### config.mk
export PLATFORM = sky130hd
export DESIGN_NAME = ioFabricTop
export DESIGN_NICKNAME = d
export VERILOG_FILES = /design/src/verilog/ioFabricPkg.sv /design/src/verilog/ioAddrDecode.sv /design/src/verilog/clintRegs.sv /design/src/verilog/plicRegs.sv /design/src/verilog/ioRespMux.sv /design/src/verilog/ioFabricTop.sv
export SDC_FILE = /design/constraint.sdc
export NUM_CORES = 1
export LEC_CHECK = 0
export BUFFER_PORTS_ARGS = -buffer_cell sky130_fd_sc_hd__clkbuf_2
export CORE_ASPECT_RATIO = 1.25
export CORE_MARGIN = 2
export CORE_UTILIZATION = 45
export DETAILED_ROUTE_END_ITERATION = 10
export HOLD_SLACK_MARGIN = 0.05
export PLACE_DENSITY_LB_ADDON = 0.1
export SYNTH_ARGS = -nofsm -noshare
export SYNTH_HDL_FRONTEND = slang
export SYNTH_SLANG_ARGS = --single-unit
export TNS_END_PERCENT = 100
### constraint.sdc
create_clock -name clk_i -period 4.8 [get_ports clk_i]
set_input_delay 0.48 -clock clk_i [delete_from_list [all_inputs] [get_ports clk_i]]
set_output_delay 0.48 -clock clk_i [all_outputs]
set_load 0.01 [all_outputs]
### src/verilog/ioFabricPkg.sv
package ioFabricPkg;

  //////////////////////////////////////////////////////////////////////
  // bus widths

  parameter int AddrWidth = 38;
  parameter int DataWidth = 64;
  // largest device mask, the PLIC's
  parameter int OffsetWidth = 22;

  typedef enum logic {
    OpRead,
    OpWrite
  } ioOpE;

  // error sink sits at index 0
  typedef enum logic [1:0] {
    DevErr,
    DevClint,
    DevPlic
  } ioDevE;

  //////////////////////////////////////////////////////////////////////
  // address windows

  parameter logic [AddrWidth-1:0] ClintBaseAddr = 'h11400000;
  parameter logic [AddrWidth-1:0] ClintBaseMask = 'h0000FFFF;

  parameter logic [AddrWidth-1:0] PlicBaseAddr = 'h11000000;
  parameter logic [AddrWidth-1:0] PlicBaseMask = 'h003FFFFF;

  //////////////////////////////////////////////////////////////////////
  // register offsets inside a window

  parameter logic [OffsetWidth-1:0] ClintMsipOffset = 'h0000;
  parameter int ClintMsipStride = 4;
  parameter logic [OffsetWidth-1:0] ClintMtimecmpOffset = 'h4000;
  parameter int ClintMtimecmpStride = 8;
  parameter logic [OffsetWidth-1:0] ClintMtimeOffset = 'hBFF8;

  parameter logic [OffsetWidth-1:0] PlicPendingOffset = 'h1000;
  parameter logic [OffsetWidth-1:0] PlicEnableOffset = 'h2000;
  parameter int PlicEnableStride = 'h80;
  parameter logic [OffsetWidth-1:0] PlicClaimOffset = 'h200004;
  parameter int PlicClaimStride = 'h1000;

endpackage

### src/verilog/ioAddrDecode.sv
`timescale 1ns/1ps

module ioAddrDecode import ioFabricPkg::*; (
  input  logic                   clk_i,
  input  logic                   rstN_i,
  input  logic                   reqValid_i,
  input  ioOpE                   reqOp_i,
  input  logic [AddrWidth-1:0]   reqAddr_i,
  input  logic [DataWidth-1:0]   reqWdata_i,
  output logic                   decValid_o,
  output ioOpE                   decOp_o,
  output ioDevE                  decDev_o,
  output logic [OffsetWidth-1:0] decOffset_o,
  output logic [DataWidth-1:0]   decWdata_o
);

  logic                   clintMatch;
  logic                   plicMatch;
  ioDevE                  dev;
  logic [OffsetWidth-1:0] offset;

  // window match, same base/mask scheme as the socket
  always_comb begin
    clintMatch = (reqAddr_i & ~ClintBaseMask) == ClintBaseAddr;
    plicMatch  = (reqAddr_i & ~PlicBaseMask) == PlicBaseAddr;
    if (clintMatch) begin
      dev    = DevClint;
      offset = OffsetWidth'(reqAddr_i & ClintBaseMask);
    end else if (plicMatch) begin
      dev    = DevPlic;
      offset = OffsetWidth'(reqAddr_i & PlicBaseMask);
    end else begin
      // falls through to the error sink
      dev    = DevErr;
      offset = '0;
    end
  end

  always_ff @(posedge clk_i) begin
    if (!rstN_i) begin
      decValid_o <= 1'b0;
    end else begin
      decValid_o <= reqValid_i;
    end
  end

  always_ff @(posedge clk_i) begin
    decOp_o     <= reqOp_i;
    decDev_o    <= dev;
    decOffset_o <= offset;
    decWdata_o  <= reqWdata_i;
  end

  addrKnown: assert property (
    @(posedge clk_i) disable iff (!rstN_i)
    reqValid_i |-> !$isunknown(reqAddr_i)
  );

endmodule

### src/verilog/clintRegs.sv
`timescale 1ns/1ps

module clintRegs import ioFabricPkg::*; #(
  parameter int NumHarts    = 2,
  parameter int TimerDivide = 4
) (
  input  logic                   clk_i,
  input  logic                   rstN_i,
  input  logic                   selValid_i,
  input  ioOpE                   decOp_i,
  input  logic [OffsetWidth-1:0] decOffset_i,
  input  logic [DataWidth-1:0]   decWdata_i,
  output logic [DataWidth-1:0]   rdata_o,
  output logic [NumHarts-1:0]    irqSoftware_o,
  output logic [NumHarts-1:0]    irqTimer_o
);

  localparam int PreWidth = (TimerDivide > 1) ? $clog2(TimerDivide) : 1;

  logic [PreWidth-1:0]                 prescaler;
  logic                                tick;
  logic [DataWidth-1:0]                mtime;
  logic [NumHarts-1:0][DataWidth-1:0]  mtimecmp;
  logic [NumHarts-1:0]                 msip;
  logic [NumHarts-1:0]                 msipHit;
  logic [NumHarts-1:0]                 cmpHit;
  logic [NumHarts-1:0]                 timerCmp;
  logic                                wrEn;

  assign tick = prescaler == PreWidth'(TimerDivide - 1);
  assign wrEn = selValid_i && decOp_i == OpWrite;

  //////////////////////////////////////////////////////////////////////
  // offset decode and read data

  always_comb begin
    rdata_o = '0;
    for (int h = 0; h < NumHarts; h++) begin
      msipHit[h]  = decOffset_i == ClintMsipOffset + OffsetWidth'(ClintMsipStride * h);
      cmpHit[h]   = decOffset_i == ClintMtimecmpOffset + OffsetWidth'(ClintMtimecmpStride * h);
      timerCmp[h] = mtime >= mtimecmp[h];
      if (decOp_i == OpRead && msipHit[h]) begin
        rdata_o = DataWidth'(msip[h]);
      end
      if (decOp_i == OpRead && cmpHit[h]) begin
        rdata_o = mtimecmp[h];
      end
    end
    if (decOp_i == OpRead && decOffset_i == ClintMtimeOffset) begin
      rdata_o = mtime;
    end
  end

  //////////////////////////////////////////////////////////////////////
  // timer and registers

  always_ff @(posedge clk_i) begin
    if (!rstN_i) begin
      prescaler     <= '0;
      mtime         <= '0;
      mtimecmp      <= '1;
      msip          <= '0;
      irqSoftware_o <= '0;
      irqTimer_o    <= '0;
    end else begin
      // mtime advances once per TimerDivide clocks
      if (tick) begin
        prescaler <= '0;
        mtime     <= mtime + 1'b1;
      end else begin
        prescaler <= prescaler + 1'b1;
      end
      for (int h = 0; h < NumHarts; h++) begin
        if (wrEn && msipHit[h]) begin
          msip[h] <= decWdata_i[0];
        end
        if (wrEn && cmpHit[h]) begin
          mtimecmp[h] <= decWdata_i;
        end
      end
      irqSoftware_o <= msip;
      irqTimer_o    <= timerCmp;
    end
  end

  mtimeMonotonic: assert property (
    @(posedge clk_i) disable iff (!rstN_i)
    $past(rstN_i) |-> mtime >= $past(mtime)
  );

endmodule

### src/verilog/plicRegs.sv
`timescale 1ns/1ps

module plicRegs import ioFabricPkg::*; #(
  parameter int NumHarts = 2,
  parameter int NumIrqs  = 8
) (
  input  logic                   clk_i,
  input  logic                   rstN_i,
  input  logic                   selValid_i,
  input  ioOpE                   decOp_i,
  input  logic [OffsetWidth-1:0] decOffset_i,
  input  logic [DataWidth-1:0]   decWdata_i,
  input  logic [NumIrqs-1:0]     irqSrc_i,
  output logic [DataWidth-1:0]   rdata_o,
  output logic [NumHarts-1:0]    irqExternal_o
);

  localparam int IdWidth = (NumIrqs > 1) ? $clog2(NumIrqs) : 1;

  logic [NumIrqs-1:0]                 pending;
  logic [NumIrqs-1:0]                 inService;
  logic [NumHarts-1:0][NumIrqs-1:0]   enable;
  logic [NumHarts-1:0][IdWidth-1:0]   claimId;
  logic [NumHarts-1:0]                enableHit;
  logic [NumHarts-1:0]                claimHit;
  logic [NumHarts-1:0]                irqNext;
  logic [IdWidth-1:0]                 claimIdSel;
  logic                               claimRead;
  logic                               claimWrite;

  // level gateway, source 0 is reserved
  assign pending = irqSrc_i & ~inService & ~NumIrqs'(1);

  assign claimRead  = selValid_i && decOp_i == OpRead && |claimHit;
  assign claimWrite = selValid_i && decOp_i == OpWrite && |claimHit;

  //////////////////////////////////////////////////////////////////////
  // per-context decode and arbitration

  always_comb begin
    claimIdSel = '0;
    for (int c = 0; c < NumHarts; c++) begin
      enableHit[c] = decOffset_i == PlicEnableOffset + OffsetWidth'(PlicEnableStride * c);
      claimHit[c]  = decOffset_i == PlicClaimOffset + OffsetWidth'(PlicClaimStride * c);
      irqNext[c]   = |(pending & enable[c]);
      // lowest-numbered source wins, so scan downwards
      claimId[c] = '0;
      for (int s = NumIrqs - 1; s >= 1; s--) begin
        if (pending[s] && enable[c][s]) begin
          claimId[c] = IdWidth'(s);
        end
      end
      if (claimHit[c]) begin
        claimIdSel = claimId[c];
      end
    end
  end

  always_comb begin
    rdata_o = '0;
    if (decOp_i == OpRead) begin
      if (decOffset_i == PlicPendingOffset) begin
        rdata_o = DataWidth'(pending);
      end
      for (int c = 0; c < NumHarts; c++) begin
        if (enableHit[c]) begin
          rdata_o = DataWidth'(enable[c]);
        end
      end
      if (|claimHit) begin
        rdata_o = DataWidth'(claimIdSel);
      end
    end
  end

  //////////////////////////////////////////////////////////////////////
  // enables, claim/complete and irq outputs

  always_ff @(posedge clk_i) begin
    if (!rstN_i) begin
      enable        <= '0;
      inService     <= '0;
      irqExternal_o <= '0;
    end else begin
      irqExternal_o <= irqNext;
      for (int c = 0; c < NumHarts; c++) begin
        if (selValid_i && decOp_i == OpWrite && enableHit[c]) begin
          enable[c] <= decWdata_i[NumIrqs-1:0] & ~NumIrqs'(1);
        end
      end
      if (claimRead && claimIdSel != '0) begin
        inService[claimIdSel] <= 1'b1;
      end
      // completion clears the written ID
      if (claimWrite && decWdata_i < DataWidth'(NumIrqs)) begin
        inService[decWdata_i[IdWidth-1:0]] <= 1'b0;
      end
    end
  end

  claimInRange: assert property (
    @(posedge clk_i) disable iff (!rstN_i)
    claimRead |-> rdata_o < DataWidth'(NumIrqs)
  );

  claimedNotPending: assert property (
    @(posedge clk_i) disable iff (!rstN_i)
    claimRead && claimIdSel != '0 |=> !pending[$past(claimIdSel)]
  );

endmodule

### src/verilog/ioRespMux.sv
`timescale 1ns/1ps

module ioRespMux import ioFabricPkg::*; (
  input  logic                 clk_i,
  input  logic                 rstN_i,
  input  logic                 decValid_i,
  input  ioDevE                decDev_i,
  input  logic [DataWidth-1:0] clintRdata_i,
  input  logic [DataWidth-1:0] plicRdata_i,
  output logic                 respValid_o,
  output logic [DataWidth-1:0] respData_o,
  output logic                 respErr_o
);

  logic [DataWidth-1:0] selData;

  // error sink answers with zero data
  always_comb begin
    case (decDev_i)
      DevClint: selData = clintRdata_i;
      DevPlic:  selData = plicRdata_i;
      default:  selData = '0;
    endcase
  end

  always_ff @(posedge clk_i) begin
    if (!rstN_i) begin
      respValid_o <= 1'b0;
      respErr_o   <= 1'b0;
    end else begin
      respValid_o <= decValid_i;
      respErr_o   <= decValid_i && decDev_i == DevErr;
    end
  end

  always_ff @(posedge clk_i) begin
    respData_o <= selData;
  end

  errWithValid: assert property (
    @(posedge clk_i) disable iff (!rstN_i)
    respErr_o |-> respValid_o
  );

endmodule

### src/verilog/ioFabricTop.sv
`timescale 1ns/1ps

module ioFabricTop import ioFabricPkg::*; #(
  parameter int NumHarts    = 2,
  parameter int NumIrqs     = 8,
  parameter int TimerDivide = 4
) (
  input  logic                 clk_i,
  input  logic                 rstN_i,
  input  logic                 reqValid_i,
  input  ioOpE                 reqOp_i,
  input  logic [AddrWidth-1:0] reqAddr_i,
  input  logic [DataWidth-1:0] reqWdata_i,
  // uart on 1, sd on 2
  input  logic [NumIrqs-1:0]   irqSrc_i,
  output logic                 respValid_o,
  output logic [DataWidth-1:0] respData_o,
  output logic                 respErr_o,
  output logic [NumHarts-1:0]  irqSoftware_o,
  output logic [NumHarts-1:0]  irqTimer_o,
  output logic [NumHarts-1:0]  irqExternal_o
);

  logic                   decValid;
  ioOpE                   decOp;
  ioDevE                  decDev;
  logic [OffsetWidth-1:0] decOffset;
  logic [DataWidth-1:0]   decWdata;
  logic [DataWidth-1:0]   clintRdata;
  logic [DataWidth-1:0]   plicRdata;
  logic                   clintSel;
  logic                   plicSel;

  assign clintSel = decValid && decDev == DevClint;
  assign plicSel  = decValid && decDev == DevPlic;

  ioAddrDecode addrDecode_i (
    .clk_i       (clk_i),
    .rstN_i      (rstN_i),
    .reqValid_i  (reqValid_i),
    .reqOp_i     (reqOp_i),
    .reqAddr_i   (reqAddr_i),
    .reqWdata_i  (reqWdata_i),
    .decValid_o  (decValid),
    .decOp_o     (decOp),
    .decDev_o    (decDev),
    .decOffset_o (decOffset),
    .decWdata_o  (decWdata)
  );

  clintRegs #(
    .NumHarts    (NumHarts),
    .TimerDivide (TimerDivide)
  ) clint_i (
    .clk_i         (clk_i),
    .rstN_i        (rstN_i),
    .selValid_i    (clintSel),
    .decOp_i       (decOp),
    .decOffset_i   (decOffset),
    .decWdata_i    (decWdata),
    .rdata_o       (clintRdata),
    .irqSoftware_o (irqSoftware_o),
    .irqTimer_o    (irqTimer_o)
  );

  plicRegs #(
    .NumHarts (NumHarts),
    .NumIrqs  (NumIrqs)
  ) plic_i (
    .clk_i         (clk_i),
    .rstN_i        (rstN_i),
    .selValid_i    (plicSel),
    .decOp_i       (decOp),
    .decOffset_i   (decOffset),
    .decWdata_i    (decWdata),
    .irqSrc_i      (irqSrc_i),
    .rdata_o       (plicRdata),
    .irqExternal_o (irqExternal_o)
  );

  ioRespMux respMux_i (
    .clk_i        (clk_i),
    .rstN_i       (rstN_i),
    .decValid_i   (decValid),
    .decDev_i     (decDev),
    .clintRdata_i (clintRdata),
    .plicRdata_i  (plicRdata),
    .respValid_o  (respValid_o),
    .respData_o   (respData_o),
    .respErr_o    (respErr_o)
  );

endmodule

; ---- Word-level counts from Yosys, hierarchy flattened
; Index checks and enable logic that the tools add are counted.
[totals]
n_memories = 0
elab_cells = 136
rom_bits = 0
out_inout_bits = 72
inputBits = 114
latchBits = 0
mem_bits_rw = 0
reg_bits = 380
[op_classes]
n_eq_ne = 14
multipliers = 0
n_bitwise = 10
shifts = 0
magnitude_cmp = 7
n_div = 0
n_addsub = 2
n_mux = 37
reduce_logical = 45
[ops]
columns = operator, count
row1 = 64-bit two-way mux, 5
row2 = 64-bit greater-or-equal comparator, 2
row3 = 64-bit one-hot mux with 2 select lines, 1
row4 = 64-bit by 1-bit adder with 64-bit output (second input constant), 1
row5 = 64-bit by 4-bit less-than comparator with 1-bit output (second input constant), 1
row6 = 8-bit two-way mux, 7
row7 = 3-bit two-way mux, 16
row8 = 22-bit by 13-bit equality test with 1-bit output (second input constant), 2
row9 = 22-bit by 14-bit equality test with 1-bit output (second input constant), 2
row10 = 22-bit by 15-bit equality test with 1-bit output (second input constant), 2
row11 = 22-bit equality test (second input constant), 2
row12 = 1-bit logical AND, 37
row13 = 8-bit bitwise AND, 4
row14 = 16-bit two-way mux, 2
row15 = 22-bit by 16-bit equality test with 1-bit output (second input constant), 1
row16 = 22-bit by 3-bit equality test with 1-bit output (second input constant), 1
row17 = 22-bit logical NOT, 1
row18 = 16-bit by 7-bit equality test with 1-bit output (second input constant), 1
row19 = 8-bit inverter, 2
row20 = 8-bit OR reduction, 2
row21 = 3-bit by 4-bit less-than comparator with 1-bit output (second input constant), 2
row22 = 8-bit bitwise OR, 1
row23 = 1-bit demux with 3-bit select, 2
row24 = 3-bit by 1-bit greater-or-equal comparator with 1-bit output (second input constant), 2
row25 = other kinds (9), 16

; ---- Longest topological paths before layout
[logic_depth]
depth_word = 21
depth_mapped = 11

; ---- Modules after synthesis
; A second synthesis with hierarchy kept.
[hier_totals]
cells_unflattened = 2042
area_unflattened_um2 = 18731.7
[by_module_without_submodules]
columns = mod, area_per_inst_um2, n_inst, cells_per_inst, seq_area_each_um2
row1 = clintRegs, 11901.4, 1, 1425, 4003.8
row2 = ioRespMux, 2473.6, 1, 222, 1321.3
row3 = ioAddrDecode, 2213.4, 1, 128, 1801.7
row4 = plicRegs, 2125.8, 1, 265, 460.4
row5 = ioFabricTop, 17.5, 1, 2, 0.0

; ---- Worst setup path after synthesis
; No wires, ideal clock.
[synth_path]
path_type = reg2reg
startpoint = reg clint_i.prescaler[0]
endpoint = reg clint_i.mtime[60]
synth_period_minus_slack_ps = 2241
n_path_buf = 1
arrival_time_ps = 2170
slack_ps = 2559
setup_time_ps = 70
stages_incl_launch_ff = 8
cell_sequence = dfxtp_1 ha_1 clkbuf_1 nand4_1 nor4_4 nand3_2 or4_1 a21oi_1
[synth_via]
elab_chain_cells = 1
[synth_lines]
columns = item, line_no
row1 = "start, declared", clintRegs.sv:20  ; logic [PreWidth-1:0] prescaler;
row2 = "start signal, assigned", clintRegs.sv:71  ; prescaler <= prescaler + 1'b1;
row3 = 2-bit equality test, clintRegs.sv:30  ; assign tick = prescaler == PreWidth'(TimerDivide - 1);
row4 = "end signal, assigned", clintRegs.sv:69  ; mtime <= mtime + 1'b1;
row5 = "end, declared", clintRegs.sv:22  ; logic [DataWidth-1:0] mtime;
; Every way passes these cells.
; A chain may end at the register's enable or synchronous reset.

; ---- Worst setup path after layout
[layout_path]
startpoint = reg addrDecode_i.decOffset_o[21]
endpoint = reg respMux_i.respData_o[10]
[layout_via]
elab_chain_cells = 7
word_cells_on_any_way = 13
classes_between = eq/ne: 4 / mux: 5 / reduce/logical: 4
[layout_lines]
columns = item, line_no
row1 = "start, declared", ioAddrDecode.sv:13  ; output logic [OffsetWidth-1:0] decOffset_o,
row2 = "start signal, assigned", ioAddrDecode.sv:50  ; decOffset_o <= offset;
row3 = 22-bit by 15-bit equality test with 1-bit output, clintRegs.sv:40  ; cmpHit[h] = decOffset_i == ClintMtimecmpOffset + OffsetWidth'(ClintMtimecmpStride * h);
row4 = 1-bit logical AND, clintRegs.sv:45  ; if (decOp_i == OpRead && cmpHit[h]) begin
row5 = 64-bit two-way mux, clintRegs.sv:45
row6 = 64-bit two-way mux, clintRegs.sv:42  ; if (decOp_i == OpRead && msipHit[h]) begin
row7 = 64-bit two-way mux, clintRegs.sv:45
row8 = 64-bit two-way mux (*), clintRegs.sv:49  ; if (decOp_i == OpRead && decOffset_i == ClintMtimeOffset) begin
row9 = 64-bit one-hot mux with 2 select lines (*), ioRespMux.sv:19  ; case (decDev_i)
row10 = named net respMux_i.selData[10], ioRespMux.sv:15  ; logic [DataWidth-1:0] selData;
row11 = "end signal, assigned", ioRespMux.sv:37  ; respData_o <= selData;
row12 = "end, declared", ioRespMux.sv:11  ; output logic [DataWidth-1:0] respData_o,
; The timed path passes the listed nets; every way through them passes the cells marked *.

==> results.yml <==
layout:
  final-instance-count-excl-fill: 2561
  final_util_pct: 53.9
  ratio_of_cells_with_drive_above_1_in_the_final_layout_pct: 14.0
  finalNetCount: 2293
  antenna-diode-count: 0
  flow.area_growth_from_synthesis_pct: 19.0
  fillers: 3443
  combined_area_of_the_multi_input_logic_cells_mm2: 0.00830
  area.sequential_mm2: 0.00759
clock_tree:
  gates_resized_cts_repair: 0
  maximum_buffer_depth_of_the_clock_tree: 3
  cts_htree_levels: 2
  tritoncts_num_sinks: 379
  holdBufCountCts: 60
  insertion_delay_ns: 0.54
  cts_setup_buffers: 0
  cts.reportedPaths.clkPinSlew_ns: 0.06
  tritoncts_clock_tree: "built"
  cts_made_buffers: 40
  clockRootBuffer: "sky130_fd_sc_hd__clkbuf_16"
run_status:
  status: "finished, final reports clean"
pwr:
  switching_share_pct: 21.9
  pwr-share-seq_pct: 50.7
  pwr-share-clk_pct: 47.0
  power.switching_mw: 1.39
  combPwrFrac_pct: 2.3
  internal_power_of_the_cells_mw: 4.96
  power_density_relative_to_cell_area_mw_per_mm2: 317
  p_leak_nw: 9.13
  vdd_ir_drop_max_v: 0.000258
critical_path:
  crit_path_top_delay_cell: "sky130_fd_sc_hd__nor3_4"
  critical_path.reg2reg.startpoint: "addrDecode_i.decOffset_o[21]"
  worstPathArrival_ns: 3.71
  crit_type: "reg -> reg"
  rrSetupSlack_ns: 1.54
  crit_path_end_kind: "register"
  critical_path.startpoint_type: "register"
  critical_path.cell_chain: "or4_1, or4_4, nor3_4, buf_4, a222oi_1, nor2_1"
  worst_path_largest_cell_delay_ns: 1.02
  crit_path_max_fanout: 21
  cpLargestDelayFamily: "simple AND/OR/NAND/NOR gates"
  path_buf_inv: 1
  cp_data_required_time_ns: 5.25
  r2r_cells: 6
  worstReg2RegEnd: "respMux_i.respData_o[10]"
floorplanning:
  row_count: 79
  start_util_pct: 45.3
  x_dimension_of_the_die_um: 177
  chipHeight_um: 220
  ioPinCount: 186
  dieArea_mm2: 0.0389
  core-area_mm2: 0.0371
grt:
  grt_antenna_before_repair: 0
  maximum_number_of_pins_on_one_net_before_global_route_repair: 128
  number_of_global_route_vias_before_repair: 13900
  grt_first_pass_wirelength_um: 74500
  globalRouteOverflowTotal: 0
  groute.usage.overall_pct: 24.2
timing:
  worst_slew_pin_slew_ns: 1.28
  min_period_ns: 3.26
  min_period_over_period_pct: 68.0
  timing.final.hold_violations: 0
  rsz_0062_raised_after_global_routing: "no"
  fmaxAchievable_mhz: 306
  totalNegativeSetupSlack_ns: 0
  slew_violations: 0
  setup_viol: 0
  maxSlewHeadroom_pct: 14.4
  finalClockSkew_ns: 0.0138
drt:
  viasPerCell: 5.65
  dr_total_vias: 14500
  detail_route.iter0.violations: 1089
  drc_errors: 0
  final_antenna_net_count: 0
  detail_routed_net_length_per_standard_cell_um: 18.5
  wl_um: 47300
  detail_route.first_pass.iterations: 9
placement:
  gp_congestion: 0.871
  io_buffer_count: 184
  placedCellCount: 2430
  dp_hpwl_um: 33300
flow_run:
  count_of_max_cap_constraint_violations: 0
yosys:
  yosys_warnings: 0
  async_reset_ff_share_pct: 0
  synth_top_cells_by_area: "sky130_fd_sc_hd__dfxtp_1, sky130_fd_sc_hd__ha_1, sky130_fd_sc_hd__o211ai_1"
  synth_seq_area_share_pct: 45.2
  syn_area_mm2: 0.0168
  syn-instance-count: 1834
  post_synthesis_area_per_instance_um2: 9.16
  synth.lib_cells_used.distinct: 69
  post_synthesis_net_count: 2081
  synth_top_flop_cell: "sky130_fd_sc_hd__dfxtp_1"
  synth_top_cell_area_share_pct: 45.2
  number_of_enable_flip_flop_cells_after_synthesis: 0
  synth_area_leader_cell: "sky130_fd_sc_hd__dfxtp_1"
  postSynthRegisterBits: 379
worst_hold_path:
  hold_class: "in -> reg"
  worst_hold_startpoint: "reqWdata_i[58]"
  whs_endpoint: "addrDecode_i.decWdata_o[58]"
  hold_depth: 1
==> metal layers <==
layer / track usage [%] / vias to the layer above / part of all wire, %
met3: 3.38 / 91 / 5.5
li1: - / 7086 / -
met5: 0 / - / 0
met4: 8.73 / 0 / 3.3
met2: 42.1 / 449 / 49
met1: 30.6 / 6843 / 42
==> power groups by stage <==
stage,Combinational (mW),Sequential (mW),Clock (mW)
after floorplan,0.0460,3.27,0
after global placement,0.108,3.28,0
after detailed placement,0.109,3.28,0
after CTS,0.148,3.21,3.05
after global routing,0.162,3.22,3.18
final,0.148,3.21,2.98
==> kinds of logic after synthesis <==
logic type               after synthesis  synth area share (%)
AND/OR/NAND/NOR                      651                  19.6
flip-flops                           379                  45.2
AO/OA/AOI/OAI                        374                  16.5
buffers and inverters                236                  5.60
adder cells (fa/ha/maj)              133                  9.91
XOR/XNOR                              57                  2.97
multiplexers                           4                 0.238
==> cell usage in the layout, fill, tap and decap left out, drive strengths merged, types with 20 or more instances in the layout <==
| master | n |
|---|---|
| o211ai | 130 |
| nand2 | 195 |
| buf | 20 |
| dlygate4sd3 | 60 |
| nand3 | 50 |
| nand4 | 61 |
| nor4 | 34 |
| nor3 | 33 |
| nor2 | 146 |
| clkbuf | 233 |
| xor2 | 42 |
| dfxtp | 379 |
| ha | 133 |
| inv | 143 |
| o21ai | 36 |
| a222oi | 66 |
| a21oi | 55 |
| and2 | 37 |
==> Yosys cell counts (3+ instances only) <==
cell / n
sky130_fd_sc_hd__a211oi_1: 11
sky130_fd_sc_hd__a21o_1: 8
sky130_fd_sc_hd__a21oi_1: 55
sky130_fd_sc_hd__a221oi_1: 6
sky130_fd_sc_hd__a222oi_1: 66
sky130_fd_sc_hd__a22oi_1: 3
sky130_fd_sc_hd__a31oi_1: 10
sky130_fd_sc_hd__a41oi_1: 5
sky130_fd_sc_hd__and2_1: 36
sky130_fd_sc_hd__and3_1: 18
sky130_fd_sc_hd__and3b_1: 4
sky130_fd_sc_hd__and4_1: 15
sky130_fd_sc_hd__buf_2: 38
sky130_fd_sc_hd__clkbuf_1: 51
sky130_fd_sc_hd__dfxtp_1: 379
sky130_fd_sc_hd__ha_1: 133
sky130_fd_sc_hd__inv_1: 142
sky130_fd_sc_hd__mux2i_1: 4
sky130_fd_sc_hd__nand2_1: 195
sky130_fd_sc_hd__nand2b_1: 14
sky130_fd_sc_hd__nand3_1: 49
sky130_fd_sc_hd__nand3b_1: 11
sky130_fd_sc_hd__nand4_1: 61
sky130_fd_sc_hd__nor2_1: 145
sky130_fd_sc_hd__nor2b_1: 11
sky130_fd_sc_hd__nor3_1: 30
sky130_fd_sc_hd__nor3b_1: 3
sky130_fd_sc_hd__nor4_1: 30
sky130_fd_sc_hd__nor4_4: 3
sky130_fd_sc_hd__o211ai_1: 130
sky130_fd_sc_hd__o21a_1: 9
sky130_fd_sc_hd__o21ai_0: 36
sky130_fd_sc_hd__o22ai_1: 7
sky130_fd_sc_hd__o31ai_1: 7
sky130_fd_sc_hd__or3_1: 7
sky130_fd_sc_hd__or4_1: 6
sky130_fd_sc_hd__xnor2_1: 15
sky130_fd_sc_hd__xor2_1: 42
==> cell type report <==
cell class	instances	area share [%]
Timing Repair Buffer	263	8.52
Multi-Input combinational cell	1219	41.5
Clock buffer	50	5.55
Tap cell	486	3.04
Clock inverter	21	0.745
Sequential cell	379	37.9
Inverter	143	2.68
==> how the worst max path moves through the flow <==
stage	startpoint	endpoint	slack (ns)	cells after the start
2_1_floorplan	clint_i.prescaler[0]	clint_i.mtime[60]	2.56	7
3_3_place_gp	addrDecode_i.decOffset_o[21]	respMux_i.respData_o[60]	1.60	6
3_5_place_dp	addrDecode_i.decOffset_o[21]	respMux_i.respData_o[10]	1.53	6
4_1_cts	addrDecode_i.decOffset_o[21]	respMux_i.respData_o[10]	1.52	6
5_1_grt	addrDecode_i.decOffset_o[5]	clint_i.mtimecmp[42]	1.41	7
6_report	addrDecode_i.decOffset_o[21]	respMux_i.respData_o[10]	1.54	6
==> worst reg2reg max path, stage by stage (launching register included) <==
cell and delay, ns:
sky130_fd_sc_hd__dfxtp_1 0.38, sky130_fd_sc_hd__or4_1 0.60, sky130_fd_sc_hd__or4_4 0.47, sky130_fd_sc_hd__nor3_4 1.02, sky130_fd_sc_hd__buf_4 0.34, sky130_fd_sc_hd__a222oi_1 0.17, sky130_fd_sc_hd__nor2_1 0.20
==> sequential cells by signal (all words and copies together), names as in the netlist <==
register and flops:
clint_i.mtimecmp 128, addrDecode_i.decWdata_o 64, clint_i.mtime 64, respMux_i.respData_o 64, addrDecode_i.decOffset_o 22, plic_i.enable 14
plic_i.inService 7, addrDecode_i.decDev_o 2, clint_i.irqSoftware_o 2, clint_i.irqTimer_o 2, clint_i.msip 2, clint_i.prescaler 2
plic_i.irqExternal_o 2, addrDecode_i.decOp_o 1, addrDecode_i.decValid_o 1, respMux_i.respErr_o 1, respMux_i.respValid_o 1
==> metrics by stage <==
stage | instance area [um^2] | total power, mW | hold slack [ns] | setup WS [ns]
finish | 20000 | 6.34 | 0.0755 | 1.54
detailed placement | 18100 | 3.39 | 0.427 | 1.53
global placement | 18100 | 3.39 | 0.414 | 1.60
floorplan | 16800 | 3.31 | 0.404 | 2.56
global route | 20000 | 6.56 | 0.0547 | 1.41
CTS | 20000 | 6.41 | 0.0519 | 1.52
Power figures use the tool's default switching activity.
